[src/include/rv_defs.svh]
`ifndef RV_DEFS_SVH
`define RV_DEFS_SVH

// Datapath widths
`define RV_XLEN		64
`define RV_ILEN		32
`define RV_NUM_REG	32

// 2048 words of 32 bits
`define RV_MEM_AW	11

// Boot address, start of memory
`define RV_RESET_PC	64'h0000_0000_8000_0000

// Host mailbox, byte address and word index
`define RV_TOHOST_ADDR	64'h0000_0000_8000_1000
`define RV_TOHOST_WORD	11'h400

`endif

[src/hw/rv_pkg.sv]
`default_nettype none

`include "rv_defs.svh"

package rv_pkg;

	typedef enum logic [6:0] {
		OPC_ILLEGAL = 7'b0000000,	// Executes as a no-op
		OPC_LUI     = 7'b0110111,
		OPC_AUIPC   = 7'b0010111,
		OPC_JAL     = 7'b1101111,
		OPC_BRANCH  = 7'b1100011,
		OPC_OP_IMM  = 7'b0010011,
		OPC_OP      = 7'b0110011,
		OPC_STORE   = 7'b0100011
	} rv_opcode_e;

	typedef enum logic [3:0] {
		ALU_ADD, ALU_SUB, ALU_SLL, ALU_SLT, ALU_SLTU,
		ALU_XOR, ALU_SRL, ALU_SRA, ALU_OR, ALU_AND
	} rv_alu_e;

	// Values match funct3
	typedef enum logic [2:0] {
		BR_EQ  = 3'b000,
		BR_NE  = 3'b001,
		BR_LT  = 3'b100,
		BR_GE  = 3'b101,
		BR_LTU = 3'b110,
		BR_GEU = 3'b111
	} rv_branch_e;

	typedef struct packed {
		rv_opcode_e		opcode;
		rv_alu_e		alu;
		rv_branch_e		branch;
		logic			use_imm;	// Operand b from imm
		logic [4:0]		rd;
		logic [4:0]		rs1;
		logic [4:0]		rs2;
		logic [`RV_XLEN-1:0]	imm;
	} rv_decoded_t;

	typedef struct packed {
		logic			rd_we;
		logic [4:0]		rd;
		logic [`RV_XLEN-1:0]	rd_data;
		logic [`RV_XLEN-1:0]	next_pc;
		logic			st_en;
		logic [`RV_XLEN-1:0]	st_addr;
		logic [`RV_XLEN-1:0]	st_data;
	} rv_result_t;

	typedef struct packed {
		logic			we;
		logic [`RV_MEM_AW-1:0]	addr;	// Word index
		logic [31:0]		data;
	} rv_load_t;

endpackage

`default_nettype wire

[src/hw/rv_commit.sv]
`timescale 1ns/1ps
`default_nettype none

`include "rv_defs.svh"

module rv_commit (
	input  logic			CLK,
	input  logic			RSTn,
	input  logic			hold_i,
	input  rv_pkg::rv_result_t	res_i,
	output logic [`RV_XLEN-1:0]	pc_o,
	output logic			rf_we_o,
	output logic [4:0]		rf_rd_o,
	output logic [`RV_XLEN-1:0]	rf_wd_o,
	output logic			st_en_o,
	output logic [`RV_XLEN-1:0]	st_addr_o,
	output logic [`RV_XLEN-1:0]	st_data_o
);

	logic [`RV_XLEN-1:0]	pc;

	always_ff @(posedge CLK or negedge RSTn) begin
		if (!RSTn)
			pc <= `RV_RESET_PC;
		else if (!hold_i)
			pc <= res_i.next_pc;	// One instruction per edge
	end

	assign pc_o = pc;

	// Frozen core writes nothing
	assign rf_we_o   = res_i.rd_we & ~hold_i;
	assign rf_rd_o   = res_i.rd;
	assign rf_wd_o   = res_i.rd_data;
	assign st_en_o   = res_i.st_en & ~hold_i;
	assign st_addr_o = res_i.st_addr;
	assign st_data_o = res_i.st_data;

endmodule

`default_nettype wire

[config.mk]
export PLATFORM = sky130hd
export DESIGN_NAME = rv_commit
export DESIGN_NICKNAME = d
export VERILOG_FILES = /design/src/hw/rv_pkg.sv /design/src/hw/rv_commit.sv
export VERILOG_INCLUDE_DIRS = /design/src /design/src/include
export SDC_FILE = /design/constraint.sdc
export NUM_CORES = 1
export LEC_CHECK = 0
export BUFFER_PORTS_ARGS = -buffer_cell sky130_fd_sc_hd__buf_4
export CORE_AREA = 2 2 203 205
export DETAILED_ROUTE_END_ITERATION = 10
export DIE_AREA = 0 0 205 207
export GPL_TIMING_DRIVEN = 0
export MAX_ROUTING_LAYER = met4
export PLACE_DENSITY = 0.42
export SLEW_MARGIN = 30
export SYNTH_ARGS = -nofsm -noshare
export SYNTH_HDL_FRONTEND = slang
export SYNTH_SLANG_ARGS = --single-unit
[constraint.sdc]
create_clock -name CLK -period 1.8 [get_ports CLK]
set_input_delay 0.09 -clock CLK [delete_from_list [all_inputs] [get_ports CLK]]
set_output_delay 0.09 -clock CLK [all_outputs]
set_load 0.005 [all_outputs]
== Word level (Yosys, flattened, before mapping) ==
Cells that the tools add are included.

* Register bits: 64
* Word-level logic and storage cells: 4

* Bitwise gates (word level): 3

{| class="wikitable"
|+ Operator list
! operator !! count
|-
| $and 1x1->1 || 2
|-
| $not 1->1 || 1
|}

== Depth between registers and ports, before layout ==
* Depth after elaboration: 2
* Gate-level depth with buffers: 3

== Least setup slack after synthesis ==
OpenSTA, ideal clock, no wires.

* Kind: input to register
* Start point: in hold_i
* End point: reg pc[22], in the netlist pc_o[22]
* Library setup time: 0.125 ns
* Arrival time: 0.674 ns
* Data required time: 1.675 ns
* Slack: 1.001 ns
* Cell stages on the path: 3
* Cell sequence: buf_6 -> buf_6 -> mux2_4

{| class="wikitable"
|+ RTL lines
! what !! RTL line !! source
|-
| start: declaration || rv_commit.sv:9 || <nowiki>input logic hold_i,</nowiki>
|-
| end signal: assignment || rv_commit.sv:24 || <nowiki>pc <= `RV_RESET_PC;</nowiki>
|-
| end signal: assignment || rv_commit.sv:26 || <nowiki>pc <= res_i.next_pc;</nowiki>
|-
| end: declaration || rv_commit.sv:20 || <nowiki>logic [`RV_XLEN-1:0] pc;</nowiki>
|}

No word-level cell between the ends.

== Final worst setup path ==
* Start point: reg pc[31], in the netlist pc_o[31]
* End point: out pc_o[31]

{| class="wikitable"
|+ RTL lines
! what !! RTL line !! source
|-
| end: declaration || rv_commit.sv:11 || <nowiki>output logic [`RV_XLEN-1:0] pc_o,</nowiki>
|}

No word-level cell between the ends.

==> flow_summary.ini <==
[run_status]
status = finished, final reports clean

[layout]
nets = 1006
largest_register_ffs = 64
finish.utilization = 0.2007
final_area_um2 = 8103
fin_cells = 1277
final_layout_size_suffix_gt1_frac = 0.8255
areaGrowthSynthToFinish_pct = 101.4
final_cell_mix = buf_4, dlygate4sd3_1, dfrtp_1
n_antenna_cell = 0
final_common_cell = buf_4

[yosys]
synth_area_um2 = 4024
syn_inst = 334
avgSynthCellArea_um2 = 12.05
ys_types = 8
seq_area_frac_synth = 0.3983
ys_seq_elements = 64
synth_nets = 600
yosysWarnings = 0

[critical_path]
crit_type = reg2out
rr_startpoint = pc_o[33]
reg2reg_depth = 1
startpoint_type = flip-flop
crit_path_cell_trace = buf_4
crit_arrival_ps = 990
cp_num_buf_inv = 1
cp.required_ps = 1710
slowest_stage = dfstp_2
slowest_delay_ps = 530
cp-end-kind = primary output
crit_family = flip-flops
ff2ff_setup_slack_ps = 1020
reg2reg_to = pc_o[33]
path_max_fanout = 2

[place]
pre_cts_ws_ps = 814.9
gp_congestion = 0.7594
dpl.hpwl_um = 12070
placed_cells = 1196
port_buffers = 330
place_area_um2 = 7171

[global_route]
antenna_found_initial = 0
grt_max_degree = 65
grt.busiest_layer = met2
grt_pass1_vias = 3671
gr-usage-all-layers = 0.06899
grt_overflow = 0
use_met3 = 0.01967
grt_pass1_wl_um = 20540
grt_use_met1 = 0.06310
use_met2 = 0.1307

[timing]
drv_slew = 0
fmax_ghz = 0.9276
clock_skew_ps = 0
rsz0062_at_grt = no
hold_viol = 0
fin_crit_sh = 0.5989
setup_viol = 0
period_needed_ps = 1078
layout_setup_ws_ps = 721.9
max_slew_margin = 0.5485
fin_setup_tns_ps = 0
max_slew.worst_pin.slew_ps = 677.3

[routing]
firstDrtPassIters = 4
vias = 3585
drtAntennaViolNets = 0
drc_errors = 0
vias_per_cell = 2.807
wirelength_um = 15060
dr.first_iter.drc_count = 53
routedWlPerCell_um = 11.80

[power]
leakagePower_nw = 4.145
p_int_mw = 3.631
p_per_area_nw_per_um2 = 604.8
pwr-share-seq = 0.340
p_sw_mw = 1.269
vdd_drop_max_v = 0.0004322
combPwrFrac = 0.306
switching_share = 0.2590
clockPowerShare = 0.353

[floorplan]
rows = 74
start_util = 0.09968
die_w_um = 205
ios = 529
fp.dieH_um = 207
fp.coreArea_um2 = 40370
dieArea_um2 = 42440

[run]
drv_cap = 0

[hold_path]
hold_end = pc_o[63]
hold_start = hold_i
hold_class = in2reg
worst_hold_path.num_cells = 2

[clock_network]
clkTransAtPathRegs_ps = 60
cts_buffers = 9
cts_buffer_depth = 2
clock-root-buffer = clkbuf_16
clock-sinks = 64
cts_tree = built
clock_latency_ps = 360
htree_levels = 3
## per-stage QoR
stage               power [mW]  hold slack [ps]
floorplan                2.291           -205.6
global placement         3.105            315.4
detailed placement       3.112            175.8
CTS                      5.094            98.74
global route             5.221            115.8
finish                   4.900            105.7
## power groups by stage
stage | registers, mW | logic (mW) | clock network (mW)
floorplan | 1.69 | 0.597 | 0
global placement | 1.69 | 1.42 | 0
global route | 1.69 | 1.62 | 1.92
detailed placement | 1.69 | 1.42 | 0
finish | 1.67 | 1.50 | 1.73
CTS | 1.67 | 1.54 | 1.88
## logic make-up (layout without fill, tap and decap cells)
family	after synthesis	in the layout	share of synthesized area
DFF	64	64	0.3983
buffers and inverters	204	615	0.3840
muxes	64	64	0.2146
and+or+nand+nor	2	2	0.003109
## synthesized netlist by cell type
cell type	instances	area (um2)
nor2b_1	2	12.51
buf_4	197	1479
buf_6	5	56.30
buf_2	2	10.01
mux2_2	26	292.8
dfrtp_1	63	1577
dfstp_2	1	26.28
mux2_4	38	570.6
## layout make-up
| type | count | area, um2 |
|---|---|---|
| fillers | 4431 | 32270 |
| clock inverters | 6 | 42.54 |
| clock buffers | 10 | 239.0 |
| repair buffers | 395 | 3132 |
| flip-flops and latches | 64 | 1603 |
| multi-input cells | 66 | 875.8 |
| plain buffers | 204 | 1545 |
| well taps | 532 | 665.6 |
## metal layers
| layer | part of all wire | wire (um) |
|---|---|---|
| met4 | 0.018 | 278 |
| met5 | 0 | 0 |
| met2 | 0.55 | 8299 |
| met3 | 0.095 | 1425 |
| met1 | 0.34 | 5061 |
## what timing repair did
| action | CTS | global route |
|---|---|---|
| setup buffers | 0 | 0 |
| gates resized for setup | 0 | 0 |
| hold endpoints to repair | 127 | 0 |
| hold buffers | 65 | 0 |
## worst max-delay path by stage
stage               slack (ps)  endpoint  cells past startpoint  startpoint
floorplan                 1000  pc_o[22]                      3      hold_i
global placement           790  pc_o[58]                      1        RSTn
detailed placement         810  pc_o[52]                      3      hold_i
CTS                        680  pc_o[31]                      1    pc_o[31]
global route               670  pc_o[31]                      1    pc_o[31]
finish                     720  pc_o[31]                      1    pc_o[31]
Power figures use the tool's default switching activity.
