==> src/include/rv_defs.svh <==
`ifndef RV_DEFS_SVH
`define RV_DEFS_SVH

// Datapath widths
`define RV_XLEN		64
`define RV_ILEN		32
`define RV_NUM_REG	32

// 2048 words of 32 bits
`define RV_MEM_AW	11

// Boot address, start of memory
`define RV_RESET_PC	64'h0000_0000_8000_0000

// Host mailbox, byte address and word index
`define RV_TOHOST_ADDR	64'h0000_0000_8000_1000
`define RV_TOHOST_WORD	11'h400

`endif

==> src/hw/rv_pkg.sv <==
`default_nettype none

`include "rv_defs.svh"

package rv_pkg;

	typedef enum logic [6:0] {
		OPC_ILLEGAL = 7'b0000000,	// Executes as a no-op
		OPC_LUI     = 7'b0110111,
		OPC_AUIPC   = 7'b0010111,
		OPC_JAL     = 7'b1101111,
		OPC_BRANCH  = 7'b1100011,
		OPC_OP_IMM  = 7'b0010011,
		OPC_OP      = 7'b0110011,
		OPC_STORE   = 7'b0100011
	} rv_opcode_e;

	typedef enum logic [3:0] {
		ALU_ADD, ALU_SUB, ALU_SLL, ALU_SLT, ALU_SLTU,
		ALU_XOR, ALU_SRL, ALU_SRA, ALU_OR, ALU_AND
	} rv_alu_e;

	// Values match funct3
	typedef enum logic [2:0] {
		BR_EQ  = 3'b000,
		BR_NE  = 3'b001,
		BR_LT  = 3'b100,
		BR_GE  = 3'b101,
		BR_LTU = 3'b110,
		BR_GEU = 3'b111
	} rv_branch_e;

	typedef struct packed {
		rv_opcode_e		opcode;
		rv_alu_e		alu;
		rv_branch_e		branch;
		logic			use_imm;	// Operand b from imm
		logic [4:0]		rd;
		logic [4:0]		rs1;
		logic [4:0]		rs2;
		logic [`RV_XLEN-1:0]	imm;
	} rv_decoded_t;

	typedef struct packed {
		logic			rd_we;
		logic [4:0]		rd;
		logic [`RV_XLEN-1:0]	rd_data;
		logic [`RV_XLEN-1:0]	next_pc;
		logic			st_en;
		logic [`RV_XLEN-1:0]	st_addr;
		logic [`RV_XLEN-1:0]	st_data;
	} rv_result_t;

	typedef struct packed {
		logic			we;
		logic [`RV_MEM_AW-1:0]	addr;	// Word index
		logic [31:0]		data;
	} rv_load_t;

endpackage

`default_nettype wire

==> src/hw/rv_execute.sv <==
`timescale 1ns/1ps
`default_nettype none

`include "rv_defs.svh"

module rv_execute (
	input  rv_pkg::rv_decoded_t	dec_i,
	input  logic [`RV_XLEN-1:0]	pc_i,
	input  logic [`RV_XLEN-1:0]	rs1_data_i,
	input  logic [`RV_XLEN-1:0]	rs2_data_i,
	output rv_pkg::rv_result_t	res_o
);
	import rv_pkg::*;

	logic [`RV_XLEN-1:0]	op_b;
	logic [`RV_XLEN-1:0]	alu_res;
	logic [`RV_XLEN-1:0]	pc_plus4;
	logic [`RV_XLEN-1:0]	pc_target;
	logic [5:0]		shamt;
	logic			taken;

	assign op_b      = dec_i.use_imm ? dec_i.imm : rs2_data_i;
	assign shamt     = op_b[5:0];
	assign pc_plus4  = pc_i + `RV_XLEN'd4;
	assign pc_target = pc_i + dec_i.imm;	// JAL, branch and AUIPC

	always_comb begin
		case (dec_i.alu)
		ALU_ADD:  alu_res = rs1_data_i + op_b;
		ALU_SUB:  alu_res = rs1_data_i - op_b;
		ALU_SLL:  alu_res = rs1_data_i << shamt;
		ALU_SLT:  alu_res = {{(`RV_XLEN-1){1'b0}}, $signed(rs1_data_i) < $signed(op_b)};
		ALU_SLTU: alu_res = {{(`RV_XLEN-1){1'b0}}, rs1_data_i < op_b};
		ALU_XOR:  alu_res = rs1_data_i ^ op_b;
		ALU_SRL:  alu_res = rs1_data_i >> shamt;
		ALU_SRA:  alu_res = $signed(rs1_data_i) >>> shamt;
		ALU_OR:   alu_res = rs1_data_i | op_b;
		default:  alu_res = rs1_data_i & op_b;
		endcase
	end

	always_comb begin
		case (dec_i.branch)
		BR_EQ:   taken = rs1_data_i == rs2_data_i;
		BR_NE:   taken = rs1_data_i != rs2_data_i;
		BR_LT:   taken = $signed(rs1_data_i) < $signed(rs2_data_i);
		BR_GE:   taken = $signed(rs1_data_i) >= $signed(rs2_data_i);
		BR_LTU:  taken = rs1_data_i < rs2_data_i;
		BR_GEU:  taken = rs1_data_i >= rs2_data_i;
		default: taken = 1'b0;
		endcase
	end

	always_comb begin
		res_o.rd_we   = 1'b0;
		res_o.rd      = dec_i.rd;
		res_o.rd_data = alu_res;
		res_o.next_pc = pc_plus4;
		res_o.st_en   = 1'b0;
		res_o.st_addr = alu_res;	// rs1 + imm_s through the adder
		res_o.st_data = rs2_data_i;
		case (dec_i.opcode)
		OPC_LUI: begin
			res_o.rd_we   = 1'b1;
			res_o.rd_data = dec_i.imm;
		end
		OPC_AUIPC: begin
			res_o.rd_we   = 1'b1;
			res_o.rd_data = pc_target;
		end
		OPC_JAL: begin
			res_o.rd_we   = 1'b1;
			res_o.rd_data = pc_plus4;
			res_o.next_pc = pc_target;
		end
		OPC_BRANCH: begin
			if (taken)
				res_o.next_pc = pc_target;
		end
		OPC_OP_IMM, OPC_OP: res_o.rd_we = 1'b1;
		OPC_STORE: res_o.st_en = 1'b1;
		default: ;
		endcase
	end

endmodule

`default_nettype wire

==> config.mk <==
export PLATFORM = sky130hd
export DESIGN_NAME = rv_execute
export DESIGN_NICKNAME = d
export VERILOG_FILES = /design/src/hw/rv_pkg.sv /design/src/hw/rv_execute.sv
export VERILOG_INCLUDE_DIRS = /design/src /design/src/include
export SDC_FILE = /design/constraint.sdc
export NUM_CORES = 2
export LEC_CHECK = 0
export BUFFER_PORTS_ARGS = -buffer_cell sky130_fd_sc_hd__clkbuf_2
export CAP_MARGIN = 20
export CORE_AREA = 3 3 326 328
export DETAILED_ROUTE_END_ITERATION = 16
export DIE_AREA = 0 0 329 331
export SYNTH_ARGS = -nofsm -noshare
export SYNTH_HDL_FRONTEND = slang
export SYNTH_SLANG_ARGS = --single-unit
==> constraint.sdc <==
create_clock -name vclk -period 7.2
set_input_delay 0.72 -clock vclk [all_inputs]
set_output_delay 0.72 -clock vclk [all_outputs]
set_load 0.1 [all_outputs]
---- Word level (Yosys, flattened, before mapping) ----
Cells that the tools add are included.
W data, S select, Z words.
storage, ports and cells
  register bits ........................... 0
  bits in latches ......................... 0
  bits in writable memories ............... 0
  bits in read-only memories .............. 0
  input port bits ......................... 286
  output and inout port bits .............. 263
  logic and storage cells ................. 49
  memories kept ........................... 0
operators by class
  $add $sub $neg .......................... 4
  multiply operators ...................... 0
  divide/modulo/power cells ............... 0
  magnitude comparators ................... 6
  equality and inequality tests ........... 22
  shift-type cells ........................ 3
  muxes and demuxes ....................... 8
  bitwise logic cells ..................... 3
  reductions and logical operators ........ 3
operators by type and width
  cell                     count
  $pmux W64 S9             1
  $lt A64 B64 Y1           4
  $pmux W64 S3             1
  $add A64 B64 Y64         2
  $ge A64 B64 Y1           2
  $mux W64                 2
  $pmux W64 S2             1
  $add A64 B3 Y64 const B  1
  $and A64 B64 Y64         1
  $eq A64 B64 Y1           1
  $ne A64 B64 Y1           1
  $or A64 B64 Y64          1
  $shl A64 B6 Y64          1
  $shr A64 B6 Y64          1
  $sshr A64 B6 Y64         1
  $sub A64 B64 Y64         1
  $xor A64 B64 Y64         1
  $eq A7 B6 Y1 const B     3
  $eq A4 B3 Y1 const B     4
  $eq A7 B5 Y1 const B     2
  $eq A7 B7 Y1 const B     2
  $eq A3 B3 Y1 const B     4
  $eq A4 B2 Y1 const B     2
  $pmux W1 S6              1
  other kinds (7)          8

---- Logic depth before layout (Yosys ltp) ----
  depth after elaboration ................. 4
  depth in mapped cells ................... 20
  mapped depth without buffers ............ 15

---- Least setup slack after synthesis ----
OpenSTA, ideal clock, no wires.
  path kind ............................... input-to-output
  start ................................... in dec_i[79] in the netlist's numbering
  end ..................................... out res_o[251] in the netlist's numbering
  arrival ................................. 7.341 ns
  data required time ...................... 6.480 ns
  setup slack ............................. -0.861 ns
  stages .................................. 19
  cell sequence ........................... buf_6 -> mux2i_4 -> clkbuf_1 -> clkbuf_1 -> buf_2 -> clkbuf_1 -> ha_1 -> clkbuf_1 -> nor3_1 -> a21oi_1 -> nand2_1 -> o211ai_1 -> a21oi_1 -> a211oi_2 -> o21ai_0 -> a2111oi_0 -> nor3_1 -> a21oi_1 -> a221o_1
RTL lines
  element             RTL line          RTL
  start: declaration  rv_execute.sv:7   input rv_pkg::rv_decoded_t dec_i,
  end: declaration    rv_execute.sv:11  output rv_pkg::rv_result_t res_o

==> run metrics <==
critical path depth=21; Seq Cell Count=0; Fmax achieved=0.1524 GHz; WL met3=21,800 um; count leader, synth=nand2_1; Seq/Total Area, Yosys=0%; hpwl dp=160,600 um; Synth Cell Area=30,940 um^2; initial core utilization=29.89%; clock buf count=0; Required @ worst endpoint=6.48 ns; area grow syn2layout=20.44%; Core ar.=103,500 um^2; first-pass GRT wire length=275,600 um; post-route ant nets=0; IO Count=549; Worst Setup EP=res_o[254]; top post-synthesis cells by area=ha_1 (13%), mux2i_1 (8.8%), a21oi_1 (8.3%); crit share post-route=91.13%; most frequent cells after synthesis=nand2_1 (541), a21oi_1 (511), nor2_1 (368), ha_1 (321), o21ai_0 (305); maxcap violations=0; via-per-instance ratio=6.420; startpoint types=input pin; Hold WC Path Type=input pin to output pin; Worst Tran Pin Value=1.132 ns; Worst Setup SP=dec_i[79]; # Post-CTS Setup Buffers=0; CP bufs+invs=7; nature of the critical path endpoint=output pin; initial antenna violation count=8; Post-Syn Area per Cell=6.686 um^2; crit path time final=6.561 ns; Syn Nets=5,237; Routed Wire Length=195,500 um; post-CTS sizing=0; Finished Layout Cells=6,370; Slew Viols, Final=0; placed cells=6,364; top-area cell type share of the netlist area=12.98%; Arrival @ worst endpoint=5.84 ns; worst-path cell chain=buf_4 -> buf_12 -> buf_4 -> nand2_1 -> o21a_1 -> ha_1 -> nand2_1 -> nor3_1 -> nand3_1 -> nor3_1 -> a31o_2 -> buf_4 -> a21oi_1 -> buf_4 -> o21ai_0 -> a31oi_1 -> mux2i_1 -> a2111oi_0 -> buf_4 -> a211oi_2 -> buf_12; flip-flop and latch area=0 um^2; Most common cell on crit path=buf_4; via count=40,900; top layer reached by signal wires=met5; outcome=complete, no violations; Final GP Congestion=1.072; die footprint=108,900 um^2; Die X=329 um; Syn Inst Count=4,627; Synth cell types=93; fin nets=5,597; final hold vios=0; largest net degree at the start of global routing=106; placed inst area=37,240 um^2; Post-CTS Hold Fix Bufs=0; TritonRoute pass-1 iters=6; Worst path max stage delay=0.63 ns; final setup fails=0; RSZ-0062 raised after global routing=false; met2 WL=83,720 um; CP Max Fanout=28; GRT Util Overall=34.02%; Synth area leader=ha_1; # rows=118; proportion of layout cells with a drive suffix above 1=18.78%; slowest CP cell=ha_1; IO Port Bufs=529; WL met1=79,320 um; Final Cell Area=37,260 um^2; max_slew headroom=24.22%; initial detailed-routing violation count=6,393; DRC violations left=0; WL/cell=30.70 um; Die Span Y=331 um; critical path class=input pin to output pin; grt ovf=0; total of warnings raised by yosys=0; Crit path max-delay family=compound AO/OA/AOI/OAI gates; vias in the first global route=37,970
## metrics by stage
stage | utilization, % | TNS [ns] | hold slack, ns | setup slack (ns)
global placement | 35.98 | 0 | 1.441 | 0.7632
floorplan | - | -0.04868 | 1.652 | -0.04868
CTS | 35.98 | 0 | 1.441 | 0.7432
detailed placement | 35.98 | 0 | 1.441 | 0.7568
global route | 36.00 | 0 | 1.440 | 0.3277
finish | 36.00 | 0 | 1.440 | 0.6388
## how the worst min path moves through the flow
stage	to	startpoint	cells after the start	slack [ns]
finish	res_o[258]	dec_i[75]	0	1.44
global route	res_o[258]	dec_i[75]	0	1.44
floorplan	res_o[0]	rs2_data_i[0]	1	1.65
global placement	res_o[260]	dec_i[77]	0	1.44
detailed placement	res_o[260]	dec_i[77]	0	1.44
CTS	res_o[260]	dec_i[77]	0	1.44
## layer usage
metal	track usage, %	vias up
met1	45.73	19730
met2	52.41	2817
met4	14.51	8
met5	0	-
met3	7.222	435
li1	-	17910
## placed cells by master (no fill, tap or decap), types with 83 or more instances in the layout
master and instances:
inv_1 288, mux4_2 94, ha_1 321, nor2_1 364
buf_12 122, clkbuf_2 387, nand2_1 539, nand3_1 103
o21ai_0 302, nand4_1 83, mux2i_1 270, buf_4 238
a21oi_1 504, xnor2_1 115
## cell type report
type | instances | area (um^2)
timing repair buffer | 748 | 6173
multi-input combinational | 3941 | 28230
fill | 11210 | 66240
antenna | 5 | 12.51
tap | 1380 | 1727
inverter | 296 | 1119
## kinds of logic (layout without fill, tap and decap cells)
logic type,count (synthesis),count (layout),synth area share [%]
adders and majority gates,324,324,13.18
muxes,388,388,17.05
and+or+nand+nor,1396,1396,20.42
AOI/OAI and AO/OA,1659,1659,34.78
buffers and inverters,686,1044,9.642
xor gates and xnor gates,174,174,4.926
other,0,5,0
