[config.mk]
export PLATFORM = sky130hd
export DESIGN_NAME = rv_decode
export DESIGN_NICKNAME = d
export VERILOG_FILES = /design/src/hw/rv_pkg.sv /design/src/hw/rv_decode.sv
export VERILOG_INCLUDE_DIRS = /design/src /design/src/include
export SDC_FILE = /design/constraint.sdc
export NUM_CORES = 1
export LEC_CHECK = 0
export ABC_AREA = 1
export ABC_CLOCK_PERIOD_IN_PS = 2400
export BUFFER_PORTS_ARGS = -buffer_cell sky130_fd_sc_hd__clkbuf_2
export CORE_MARGIN = 2
export CORE_UTILIZATION = 45
export DETAILED_ROUTE_END_ITERATION = 8
export PLACE_DENSITY = 0.89
export SLEW_MARGIN = 25
export SYNTH_ARGS = -nofsm -noshare
export SYNTH_HDL_FRONTEND = slang
export SYNTH_SLANG_ARGS = --single-unit
[constraint.sdc]
create_clock -name vclk -period 2.4
set_clock_uncertainty 0.1 [all_clocks]
set_input_delay 0.12 -clock vclk [all_inputs]
set_output_delay 0.12 -clock vclk [all_outputs]
set_load 0.02 [all_outputs]
[src/include/rv_defs.svh]
`ifndef RV_DEFS_SVH
`define RV_DEFS_SVH

// Datapath widths
`define RV_XLEN		64
`define RV_ILEN		32
`define RV_NUM_REG	32

// 2048 words of 32 bits
`define RV_MEM_AW	11

// Boot address, start of memory
`define RV_RESET_PC	64'h0000_0000_8000_0000

// Host mailbox, byte address and word index
`define RV_TOHOST_ADDR	64'h0000_0000_8000_1000
`define RV_TOHOST_WORD	11'h400

`endif

[src/hw/rv_pkg.sv]
`default_nettype none

`include "rv_defs.svh"

package rv_pkg;

	typedef enum logic [6:0] {
		OPC_ILLEGAL = 7'b0000000,	// Executes as a no-op
		OPC_LUI     = 7'b0110111,
		OPC_AUIPC   = 7'b0010111,
		OPC_JAL     = 7'b1101111,
		OPC_BRANCH  = 7'b1100011,
		OPC_OP_IMM  = 7'b0010011,
		OPC_OP      = 7'b0110011,
		OPC_STORE   = 7'b0100011
	} rv_opcode_e;

	typedef enum logic [3:0] {
		ALU_ADD, ALU_SUB, ALU_SLL, ALU_SLT, ALU_SLTU,
		ALU_XOR, ALU_SRL, ALU_SRA, ALU_OR, ALU_AND
	} rv_alu_e;

	// Values match funct3
	typedef enum logic [2:0] {
		BR_EQ  = 3'b000,
		BR_NE  = 3'b001,
		BR_LT  = 3'b100,
		BR_GE  = 3'b101,
		BR_LTU = 3'b110,
		BR_GEU = 3'b111
	} rv_branch_e;

	typedef struct packed {
		rv_opcode_e		opcode;
		rv_alu_e		alu;
		rv_branch_e		branch;
		logic			use_imm;	// Operand b from imm
		logic [4:0]		rd;
		logic [4:0]		rs1;
		logic [4:0]		rs2;
		logic [`RV_XLEN-1:0]	imm;
	} rv_decoded_t;

	typedef struct packed {
		logic			rd_we;
		logic [4:0]		rd;
		logic [`RV_XLEN-1:0]	rd_data;
		logic [`RV_XLEN-1:0]	next_pc;
		logic			st_en;
		logic [`RV_XLEN-1:0]	st_addr;
		logic [`RV_XLEN-1:0]	st_data;
	} rv_result_t;

	typedef struct packed {
		logic			we;
		logic [`RV_MEM_AW-1:0]	addr;	// Word index
		logic [31:0]		data;
	} rv_load_t;

endpackage

`default_nettype wire

[src/hw/rv_decode.sv]
`timescale 1ns/1ps
`default_nettype none

`include "rv_defs.svh"

module rv_decode (
	input  logic [`RV_ILEN-1:0]	inst_i,
	output rv_pkg::rv_decoded_t	dec_o
);
	import rv_pkg::*;

	logic [6:0]		opc;
	logic [2:0]		funct3;
	logic [6:0]		funct7;
	logic [`RV_XLEN-1:0]	imm_i;
	logic [`RV_XLEN-1:0]	imm_s;
	logic [`RV_XLEN-1:0]	imm_b;
	logic [`RV_XLEN-1:0]	imm_u;
	logic [`RV_XLEN-1:0]	imm_j;
	logic [`RV_XLEN-1:0]	imm_sh;
	logic			is_shift;
	logic			imm_ok;
	logic			op_ok;

	function automatic rv_alu_e alu_op(input logic [2:0] f3, input logic alt);
		case (f3)
		3'b000:  alu_op = alt ? ALU_SUB : ALU_ADD;
		3'b001:  alu_op = ALU_SLL;
		3'b010:  alu_op = ALU_SLT;
		3'b011:  alu_op = ALU_SLTU;
		3'b100:  alu_op = ALU_XOR;
		3'b101:  alu_op = alt ? ALU_SRA : ALU_SRL;
		3'b110:  alu_op = ALU_OR;
		default: alu_op = ALU_AND;
		endcase
	endfunction

	assign opc    = inst_i[6:0];
	assign funct3 = inst_i[14:12];
	assign funct7 = inst_i[31:25];

	assign imm_i  = {{(`RV_XLEN-12){inst_i[31]}}, inst_i[31:20]};
	assign imm_s  = {{(`RV_XLEN-12){inst_i[31]}}, inst_i[31:25], inst_i[11:7]};
	assign imm_b  = {{(`RV_XLEN-12){inst_i[31]}}, inst_i[7], inst_i[30:25], inst_i[11:8], 1'b0};
	assign imm_u  = {{(`RV_XLEN-32){inst_i[31]}}, inst_i[31:12], 12'h000};
	assign imm_j  = {{(`RV_XLEN-20){inst_i[31]}}, inst_i[19:12], inst_i[20], inst_i[30:21], 1'b0};
	assign imm_sh = {{(`RV_XLEN-6){1'b0}}, inst_i[25:20]};	// RV64 shamt

	assign is_shift = funct3[1:0] == 2'b01;
	assign imm_ok = !is_shift || funct7[6:1] == 6'b000000 ||
		(funct3[2] && funct7[6:1] == 6'b010000);
	assign op_ok = funct7 == 7'h00 ||
		(funct7 == 7'h20 && (funct3 == 3'b000 || funct3 == 3'b101));

	always_comb begin
		dec_o.opcode  = OPC_ILLEGAL;
		dec_o.alu     = ALU_ADD;
		dec_o.branch  = BR_EQ;
		dec_o.use_imm = 1'b1;
		dec_o.rd      = inst_i[11:7];
		dec_o.rs1     = inst_i[19:15];
		dec_o.rs2     = inst_i[24:20];
		dec_o.imm     = imm_i;
		case (opc)
		OPC_LUI: begin
			dec_o.opcode = OPC_LUI;
			dec_o.imm    = imm_u;
		end
		OPC_AUIPC: begin
			dec_o.opcode = OPC_AUIPC;
			dec_o.imm    = imm_u;
		end
		OPC_JAL: begin
			dec_o.opcode = OPC_JAL;
			dec_o.imm    = imm_j;
		end
		OPC_BRANCH: begin
			if (funct3[2:1] != 2'b01) begin	// 010 and 011 unused
				dec_o.opcode = OPC_BRANCH;
				dec_o.branch = rv_branch_e'(funct3);
				dec_o.imm    = imm_b;
			end
		end
		OPC_OP_IMM: begin
			if (imm_ok) begin
				dec_o.opcode = OPC_OP_IMM;
				dec_o.alu    = alu_op(funct3, funct3[2] & funct7[5]);
				if (is_shift)
					dec_o.imm = imm_sh;
			end
		end
		OPC_OP: begin
			if (op_ok) begin
				dec_o.opcode  = OPC_OP;
				dec_o.alu     = alu_op(funct3, funct7[5]);
				dec_o.use_imm = 1'b0;
			end
		end
		OPC_STORE: begin
			if (funct3 == 3'b011) begin	// SD only
				dec_o.opcode = OPC_STORE;
				dec_o.imm    = imm_s;
			end
		end
		default: ;
		endcase
	end

endmodule

`default_nettype wire

; Word-level counts from Yosys, hierarchy flattened
; Cells that the tools add are included.
; W data, S select, Z words.
[op_classes]
n_eq_ne = 17
n_mux = 21
n_bitwise = 1
reduce_logical = 11
[ops]
columns = op, n
row1 = $pmux W64 S5, 1
row2 = $mux W64, 2
row3 = $pmux W4 S7, 2
row4 = $pmux W7 S7, 1
row5 = $eq A7 B6 Y1 const B, 4
row6 = $eq A7 B5 Y1 const B, 2
row7 = $eq A7 B7 Y1 const B, 2
row8 = $mux W12, 1
row9 = $mux W10, 1
row10 = $eq A3 B3 Y1 const B, 3
row11 = $mux W9, 1
row12 = $pmux W4 S2, 1
row13 = $logic_not A7 Y1, 1
row14 = $mux W7, 1
row15 = $eq A3 B2 Y1 const B, 2
row16 = $eq A6 B5 Y1 const B, 1
row17 = $logic_not A6 Y1, 1
row18 = $mux W1, 6
row19 = $mux W3, 2
row20 = $mux W6, 1
row21 = $mux W5, 1
row22 = $logic_or A1 B1 Y1, 4
row23 = $eq A3 B1 Y1 const B, 1
row24 = $logic_not A3 Y1, 1
row25 = 6 further kinds, 7
[totals]
regBits = 0
in_bits = 32
output_inout_bits = 94
wordCells = 50

; Depth between registers and ports, before layout
; Gate-level depths: netlist (run 1).
[logic_depth]
depth_word = 6
depth_mapped = 10
mapped_depth_nobuf = 9

; Worst setup path after synthesis (run 1)
; OpenSTA, ideal clock, no wires.
[synth_path]
path_kind = input port to output port
start = input port inst_i[31]
end = output port dec_o[32] (netlist bit)
arrival_time_ps = 1394
t_required_ps = 2180
path_slack_ps = 786
path_stages = 3
n_path_buf = 3
path_cell_list = buf_6 clkbuf_1 buf_4
[synth_rtl]
columns = element, line_no
row1 = "start, declared", rv_decode.sv:7  ; input logic [`RV_ILEN-1:0] inst_i,
row2 = "end, declared", rv_decode.sv:8  ; output rv_pkg::rv_decoded_t dec_o

==> run_results.csv, run 1 <==
group,metric,value,unit
job,max_cap_viol_count,0,
finish,sequential_cell_total,0,
routing,detailed_route_wire_length_per_cell,10.98,µm
sta,min_hold_slack,0.3694,ns
power_and_ir_drop,internal_power,104.6,µW
sta,setup_viol,0,
routing,drc,0,
critical_path,crit_path_top_delay_cell,"clkbuf_2",
power_and_ir_drop,swShare,69.82,%
power_and_ir_drop,pwr-share-comb,100.0,%
power_and_ir_drop,pwr_density_cell,177.7,mW/mm²
finish,fin_nets,411,
critical_path,cpLargestDelayFamily,"buffers and inverters",
hold_path,min_path_cells,2,
critical_path,crit_required,2.18,ns
floorplan,boundaryPins,126,
routing,routed.top_layer,"met4",
sta,hold_viol_final,0,
logic_synthesis,syn_nets,338,
global_route,antenna_found_initial,0,
floorplan,initial_utilization,46.56,%
logic_synthesis,synth_top_cell_area_share,21.75,%
critical_path,cp_num_cells,7,
global_route,wire_length_of_the_first_global_routing_pass,7293,µm
routing,detail_route.vias_per_cell,4.932,
hold_path,hold_path.startpoint,"inst_i[7]",
routing,dr_wl_met3,420,µm
floorplan,floorplan.rows,22,
power_and_ir_drop,leakage,1.349,nW
routing,drt.antenna.violating_nets,0,
logic_synthesis,synth.area.top_cells,"buf_4 22%, nand2_1 21%, nand3_2 12%, nor2_1 8.2%, nand3_1 7.4%",
critical_path,stage_delay_of_the_slowest_cell_on_the_critical_path,0.40,ns
sta,timing.max_slew.rel_slack,52.27,%
sta,timing.final.max_slew_violations,0,
placed_design,io_buffer_count,126,
finish,share_of_cells_above_drive_strength_1,45.36,%
routing,met2_wirelength,2282,µm
finish,stdcell_area,0.001951,mm²
logic_synthesis,synth_seq_area_share,0,%
routing,met1_length,1884,µm
logic_synthesis,yosysWarningCount,0,
finish,diodes,0,
sta,finalCriticalPeriod,1.938,ns
critical_path,crit_chain,"clkbuf_2, nand2_2, nand2_1, nor2_2, buf_4, nand3_2, clkbuf_2",
routing,route.final.wire_length,4667,µm
global_route,grt_start_max_net_pins,42,
logic_synthesis,yosysTopAreaCell,"buf_4",
sta,timing_worst_slew_pin_value,0.7160,ns
finish,area_growth_from_synthesis_to_final_layout,15.31,%
clock_network,cts_hold_buffers,0,
power_and_ir_drop,share_clk_of_total_power,0,%
power_and_ir_drop,power.sequential.fraction,0,%
hold_path,hold-path-endpoint,"dec_o[74]",
hold_path,min_path_type,"in -> out",
critical_path,setup.worst_path.end_class,"output pin",
logic_synthesis,netlist_area,0.001692,mm²
finish,total_area_of_sequential_cells,0,µm²
floorplan,die_width,65.31,µm
placed_design,detailedPlacementHpwl,3869,µm
global_route,grt_overflow,0,
routing,vias,2096,
critical_path,critPathKind,"in -> out",
critical_path,worstSetupStartpointType,"input pin",
sta,timing.setup.tns,0,ns
floorplan,die_height,65.31,µm
placed_design,place_area,0.001951,mm²
logic_synthesis,netlist-cell-type-count,25,
critical_path,cp_num_buf_inv,3,
global_route,vias_in_the_first_global_route,1682,
power_and_ir_drop,ir_worst_vdd,0.1438,mV
critical_path,crit_fanout,41,
placed_design,finalWeightedCongestion,0.8630,
clock_network,cts_resized,0,
global_route,gr-usage-all-layers,20.45,%
power_and_ir_drop,switching_power,242.1,µW
floorplan,die-area,0.004265,mm²
sta,grt_setup_unrepaired,"no",
sta,fmax,515.9,MHz
routing,total_iterations_of_the_first_detailed_routing_run,4,
routing,initialDrtViolationCount,115,
logic_synthesis,mean_instance_size_in_the_synthesized_netlist,5.528,µm²
finish,nClkBuffers,0,
critical_path,crit_top_cell,"clkbuf_2",
status,status,"completed",
clock_network,cts_post_setup_buffers_inserted,0,
logic_synthesis,number_of_cells_produced_by_synthesis,306,
floorplan,standard_cell_core_area,0.003633,mm²
critical_path,crit_arrival,1.72,ns
sta,post-route-period-util,80.76,%
[final cells by class]
| type | instances | area, µm² |
|---|---|---|
| repair buffers | 127 | 638.1 |
| well taps | 48 | 60.06 |
| fillers | 400 | 1683 |
| inverters | 34 | 127.6 |
| multi-input cells | 216 | 1125 |
[how the worst max path moves through the flow]
stage / from / end / slack, ns
6_report: inst_i[31] / dec_o[27] / 0.46
5_1_grt: inst_i[31] / dec_o[25] / 0.29
4_1_cts: inst_i[31] / dec_o[27] / 0.46
3_5_place_dp: inst_i[31] / dec_o[27] / 0.46
3_3_place_gp: inst_i[31] / dec_o[27] / 0.53
2_1_floorplan: inst_i[31] / dec_o[32] / 0.79
[placed cells by master (no fill, tap or decap)]
master,n
a22oi_1,1
inv_2,3
nand4_1,3
inv_1,31
nand2_4,5
o21ai_0,9
nand3_1,25
nor2_1,37
nand2_2,4
nand3b_1,1
clkbuf_2,126
buf_4,1
nor2_2,6
a21oi_1,2
nand3_2,20
nor2_4,4
o21a_1,1
nand2_1,94
nor3_1,2
nand3_4,1
nor2_8,1
[synthesized netlist by cell type (all sizes together)]
| library cell | count |
|---|---|
| buf | 55 |
| clkbuf | 1 |
| nand3 | 46 |
| nor2 | 48 |
| nand2 | 103 |
| a21oi | 2 |
| o21a | 1 |
| inv | 34 |
| o21ai | 9 |
| nand4 | 3 |
| nor3 | 2 |
| a22oi | 1 |
| nand3b | 1 |
[cell families (layout without fill, tap and decap cells)]
kind of cell	Yosys count	after routing	share of synthesized area, %
and+or+nand+nor	203	203	62.35
buffers and inverters	90	161	33.51
AOI/OAI and AO/OA	13	13	4.142
[metrics by stage]
stage                     setup WS [ns]  total power [mW]  util, %  cells
after floorplan                  0.7860            0.2817        -    306
after global placement           0.5347            0.3424    53.68    425
after detailed placement         0.4599            0.3470    53.68    425
after CTS                        0.4558            0.3481    53.68    425
after global routing             0.2893            0.3751    53.68    425
final                            0.4618            0.3467    53.68    425
[power by group through the flow]
stage / clock [mW] / sequential [mW] / combinational [mW]
after global routing: 0 / 0 / 0.375
after detailed placement: 0 / 0 / 0.347
after CTS: 0 / 0 / 0.348
after floorplan: 0 / 0 / 0.282
final: 0 / 0 / 0.347
after global placement: 0 / 0 / 0.342
[routing by layer]
metal | global-route usage [%] | vias up
met5 | 0 | -
met4 | 4.167 | 0
met3 | 1.027 | 12
met2 | 38.01 | 120
met1 | 25.93 | 912
li1 | - | 1052
Power figures use the tool's default switching activity.
==> run 2, diff against run 1 <==
--- a/config.mk
+++ b/config.mk
@@ -7,12 +7,12 @@
 export NUM_CORES = 1
 export LEC_CHECK = 0
 export ABC_AREA = 1
-export ABC_CLOCK_PERIOD_IN_PS = 2400
+export ABC_CLOCK_PERIOD_IN_PS = 1700
 export BUFFER_PORTS_ARGS = -buffer_cell sky130_fd_sc_hd__clkbuf_2
 export CORE_MARGIN = 2
-export CORE_UTILIZATION = 45
+export CORE_UTILIZATION = 39
 export DETAILED_ROUTE_END_ITERATION = 8
-export PLACE_DENSITY = 0.89
+export PLACE_DENSITY = 0.82
 export SLEW_MARGIN = 25
 export SYNTH_ARGS = -nofsm -noshare
 export SYNTH_HDL_FRONTEND = slang
==> constraint.sdc (replaced) <==
create_clock -name vclk -period 1.7
set_clock_uncertainty 0.1 [all_clocks]
set_input_delay 0.085 -clock vclk [all_inputs]
set_output_delay 0.085 -clock vclk [all_outputs]
set_load 0.02 [all_outputs]
==> run 2 against run 1 <==
  * Power rose by 45%
  * Non-clock buffer count rose by 8
  * Largest power group unchanged
  * Core utilization fell by 3.3 points
  * Highest routed layer unchanged
  * Final area rose by 5.5%
  * Cell count rose by 2.4%
==> run_results.csv, run 2 (synthesis results as in run 1) <==
group,metric,value,unit
status,status,"completed",
routing,detailed_route_wire_length_per_cell,10.90,µm
finish,share_of_cells_above_drive_strength_1,46.75,%
global_route,vias_in_the_first_global_route,1770,
clock_network,cts_hold_buffers,0,
finish,most_frequent_standard_cell_in_the_layout_excluding_fill_and_tap_cells,"clkbuf_2",
finish,area_growth_from_synthesis_to_final_layout,21.60,%
sta,setup_viol,0,
finish,fin_nets,419,
critical_path,worstSetupStartpointType,"input pin",
routing,drc,0,
sta,grt_setup_unrepaired,"no",
floorplan,initial_utilization,41.40,%
job,max_cap_viol_count,0,
sta,finalCriticalPeriod,1.568,ns
global_route,grt_start_max_net_pins,42,
clock_network,cts_post_setup_buffers_inserted,0,
clock_network,cts_resized,1,
global_route,antenna_found_initial,0,
sta,hold_viol_final,0,
power_and_ir_drop,ir_worst_vdd,0.1455,mV
floorplan,die_width,69.86,µm
critical_path,critPathKind,"in -> out",
routing,route.final.wire_length,4740,µm
power_and_ir_drop,leakage,1.401,nW
floorplan,die-area,0.004880,mm²
floorplan,standard_cell_core_area,0.004086,mm²
sta,timing.final.max_slew_violations,0,
sta,timing.max_slew.rel_slack,70.02,%
sta,timing_worst_slew_pin_value,0.4486,ns
power_and_ir_drop,pwr_density_cell,244.2,mW/mm²
floorplan,die_height,69.86,µm
sta,post-route-period-util,92.25,%
critical_path,setup.worst_path.end_class,"output pin",
finish,nClkBuffers,0,
finish,diodes,0,
global_route,grt_overflow,0,
critical_path,crit_required,1.51,ns
finish,most-common-layout-cells,"126 x clkbuf_2, 94 x nand2_1, 37 x nor2_1",
critical_path,crit_arrival,1.38,ns
routing,initialDrtViolationCount,100,
global_route,wire_length_of_the_first_global_routing_pass,7596,µm
routing,total_iterations_of_the_first_detailed_routing_run,4,
placed_design,place_inst,435,
placed_design,io_buffer_count,126,
finish,sequential_cell_total,0,
routing,vias,2062,
routing,detail_route.vias_per_cell,4.740,
critical_path,crit_fanout,41,
hold_path,min_path_type,"in -> out",
floorplan,floorplan.rows,23,
placed_design,finalWeightedCongestion,0.9591,
finish,total_area_of_sequential_cells,0,µm²
floorplan,boundaryPins,126,
global_route,gr-usage-all-layers,18.14,%
finish,stdcell_area,0.002057,mm²
routing,drt.antenna.violating_nets,0,
placed_design,place_area,0.002038,mm²
finish,fin_cells,435,
sta,fmax,637.7,MHz
placed_design,detailedPlacementHpwl,3979,µm
-- run 2: cell types whose count changed in the layout (fill, tap and decap cells not counted), sizes merged --
cell | before | now
buf | 1 | 9
-- run 2: final cells by class --
type               instances  area (µm²)
repair buffers           135       723.2
fillers                  437        2029
inverters                 34       127.6
well taps                 50       62.56
multi-input cells        216        1144
-- run 2: per-stage QoR --
stage               hold slack (ns)  TNS (ns)  total power, mW  utilization, %  setup WS [ns]
finish                       0.2995         0           0.5023           50.34         0.1318
floorplan                    0.1826         0           0.3978               -         0.1560
detailed placement           0.3005  -0.02296           0.5008           49.88       -0.01476
global placement             0.3007         0           0.4944           49.88        0.04288
global route                 0.3058         0           0.5425           50.34        0.02122
CTS                          0.3008         0           0.5023           50.00        0.09330
-- run 2: path summary, 6_finish.rpt --
path | end | slack, ns | start | cells after the start
max | dec_o[88] | 0.13 | inst_i[31] | 9
min | dec_o[77] | 0.30 | inst_i[10] | 2
-- run 2: power by group --
part / internal [mW] / switching [mW] / total [mW]
combinational: 0.159 / 0.343 / 0.502
clock: 0 / 0 / 0
sequential: 0 / 0 / 0
total: 0.159 / 0.343 / 0.502
-- run 2: metal layers --
layer	vias to the layer above	global-route usage, %	wire [µm]
met5	-	0	0
met4	0	2.991	22
met3	2	1.587	366
met2	90	37.35	2437
met1	905	19.90	1914
li1	1065	-	-
-- run 2: worst max-delay path, stage by stage --
cell and delay [ns]:
clkbuf_2 0.10, buf_12 0.17, nand3b_1 0.19, nor2_1 0.17
nand3_2 0.16, nand2_1 0.16, inv_1 0.08, nand2_1 0.08
clkbuf_2 0.17
==> run 3, diff against run 2 <==
--- a/config.mk
+++ b/config.mk
@@ -9,10 +9,12 @@
 export ABC_AREA = 1
 export ABC_CLOCK_PERIOD_IN_PS = 1700
 export BUFFER_PORTS_ARGS = -buffer_cell sky130_fd_sc_hd__clkbuf_2
+export CAP_MARGIN = 40
 export CORE_MARGIN = 2
 export CORE_UTILIZATION = 39
 export DETAILED_ROUTE_END_ITERATION = 8
 export PLACE_DENSITY = 0.82
+export SETUP_SLACK_MARGIN = 0.3
 export SLEW_MARGIN = 25
 export SYNTH_ARGS = -nofsm -noshare
 export SYNTH_HDL_FRONTEND = slang
==> run 3 against run 2 <==
  * Via count up 13%
  * Final area up 35%
  * Core utilization is 18 points higher
  * Worst hold slack about the same
  * Worst setup slack improved by 0.11 ns
  * Global-route usage increased by 4.0 points
  * Cell count up 6.4%
  * Critical path depth rose by 3
  * Critical endpoint is now dec_o[2]
  * Highest routed layer unchanged
==> run_results.csv, run 3 (synthesis results as in run 1) <==
group,metric,value,unit
power_and_ir_drop,leakage,1.661,nW
global_route,grt_start_max_net_pins,37,
routing,route.final.wire_length,6210,µm
global_route,antenna_found_initial,0,
routing,detail_route.vias_per_cell,5.013,
finish,nClkBuffers,0,
placed_design,detailedPlacementHpwl,4050,µm
placed_design,io_buffer_count,126,
finish,diodes,0,
global_route,grt_overflow,0,
routing,total_iterations_of_the_first_detailed_routing_run,4,
critical_path,crit_fanout,7,
finish,post-route-util,68.00,%
sta,post-route-period-util,85.68,%
routing,detailed_route_wire_length_per_cell,13.41,µm
hold_path,min_path_type,"in -> out",
finish,multi_input_comb_area,0.001340,mm²
finish,fin_nets,447,
finish,layout.filler_cells,319,
sta,min_hold_slack,0.2997,ns
sta,timing.max_slew.rel_slack,82.62,%
status,status,"completed",
sta,timing.final.max_slew_violations,0,
job,max_cap_viol_count,0,
floorplan,die_height,69.86,µm
placed_design,finalWeightedCongestion,0.8487,
routing,drt.antenna.violating_nets,0,
floorplan,standard_cell_core_area,0.004086,mm²
global_route,vias_in_the_first_global_route,2007,
global_route,gr-usage-all-layers,22.10,%
finish,area_growth_from_synthesis_to_final_layout,64.28,%
floorplan,initial_utilization,41.40,%
sta,timing_worst_slew_pin_value,0.2607,ns
routing,drc,0,
sta,hold_viol_final,0,
power_and_ir_drop,ir_worst_vdd,0.1344,mV
floorplan,die-area,0.004880,mm²
power_and_ir_drop,pwr_density_cell,240.9,mW/mm²
critical_path,crit_arrival,1.27,ns
critical_path,crit_required,1.51,ns
sta,finalCriticalPeriod,1.457,ns
sta,setup_viol,0,
finish,share_of_cells_above_drive_strength_1,57.38,%
finish,most-common-layout-cells,"82 x clkbuf_2, 79 x nand2_1, 32 x nor2_1",
floorplan,boundaryPins,126,
finish,most_frequent_standard_cell_in_the_layout_excluding_fill_and_tap_cells,"clkbuf_2",
finish,total_area_of_sequential_cells,0,µm²
critical_path,worstSetupStartpointType,"input pin",
finish,sequential_cell_total,0,
sta,grt_setup_unrepaired,"yes",
routing,vias,2321,
floorplan,die_width,69.86,µm
routing,initialDrtViolationCount,115,
global_route,wire_length_of_the_first_global_routing_pass,9183,µm
power_and_ir_drop,report.power.total,669.4,µW
critical_path,setup.worst_path.end_class,"output pin",
critical_path,critPathKind,"in -> out",
clock_network,cts_hold_buffers,0,
floorplan,floorplan.rows,23,
sta,fmax,686.5,MHz
==> run 3: report_power, final <==
group / internal [mW] / leakage (nW) / switching (mW)
sequential: 0 / 0 / 0
clock: 0 / 0 / 0
combinational: 0.267 / 1.66 / 0.402
==> run 3: path summary, 6_finish.rpt <==
kind | from | endpoint | slack [ns] | cells past startpoint
worst max-delay path | inst_i[1] | dec_o[2] | 0.24 | 12
worst min-delay path | inst_i[9] | dec_o[76] | 0.30 | 2
==> run 3: worst max-delay path, stage by stage <==
cell      delay [ns]
buf_6           0.09
nand2_4         0.08
inv_4           0.05
nand2_4         0.13
nor2_8          0.06
buf_6           0.12
nor2_4          0.12
buf_12          0.17
buf_6           0.12
nand2_2         0.04
nand2_1         0.06
clkbuf_8        0.14
==> run 3: timing repair <==
| item | 4_1_cts | 5_1_grt |
|---|---|---|
| pin swaps | 21 | 18 |
| buffers inserted | 16 | 0 |
| gates resized for setup | 90 | 74 |
| cloned | 1 | 3 |
| endpoints found under the setup margin | 38 | 39 |
==> run 3: cell type report <==
type	count	share of cell area (%)
Inverter	34	5.223
Multi-Input combinational cell	219	48.22
Timing Repair Buffer	160	44.30
Tap cell	50	2.251
==> run 3: per-stage QoR <==
stage               setup WS (ns)  TNS [ns]  cells  cell area [µm²]
floorplan                  0.3363         0    306             1700
global placement         -0.04453   -0.4492    443             2081
detailed placement       -0.06718   -0.6907    443             2081
CTS                        0.2830         0    460             2613
global route               0.2116         0    463             2779
finish                     0.2434         0    463             2779
==> run 3: per-layer routing <==
metal  vias up  wire [µm]  track usage (%)
met5         -          0                0
met3        17        497            1.876
li1       1124          -                -
met1      1038       2401            25.41
met4         0        167            4.060
met2       142       3143            43.92
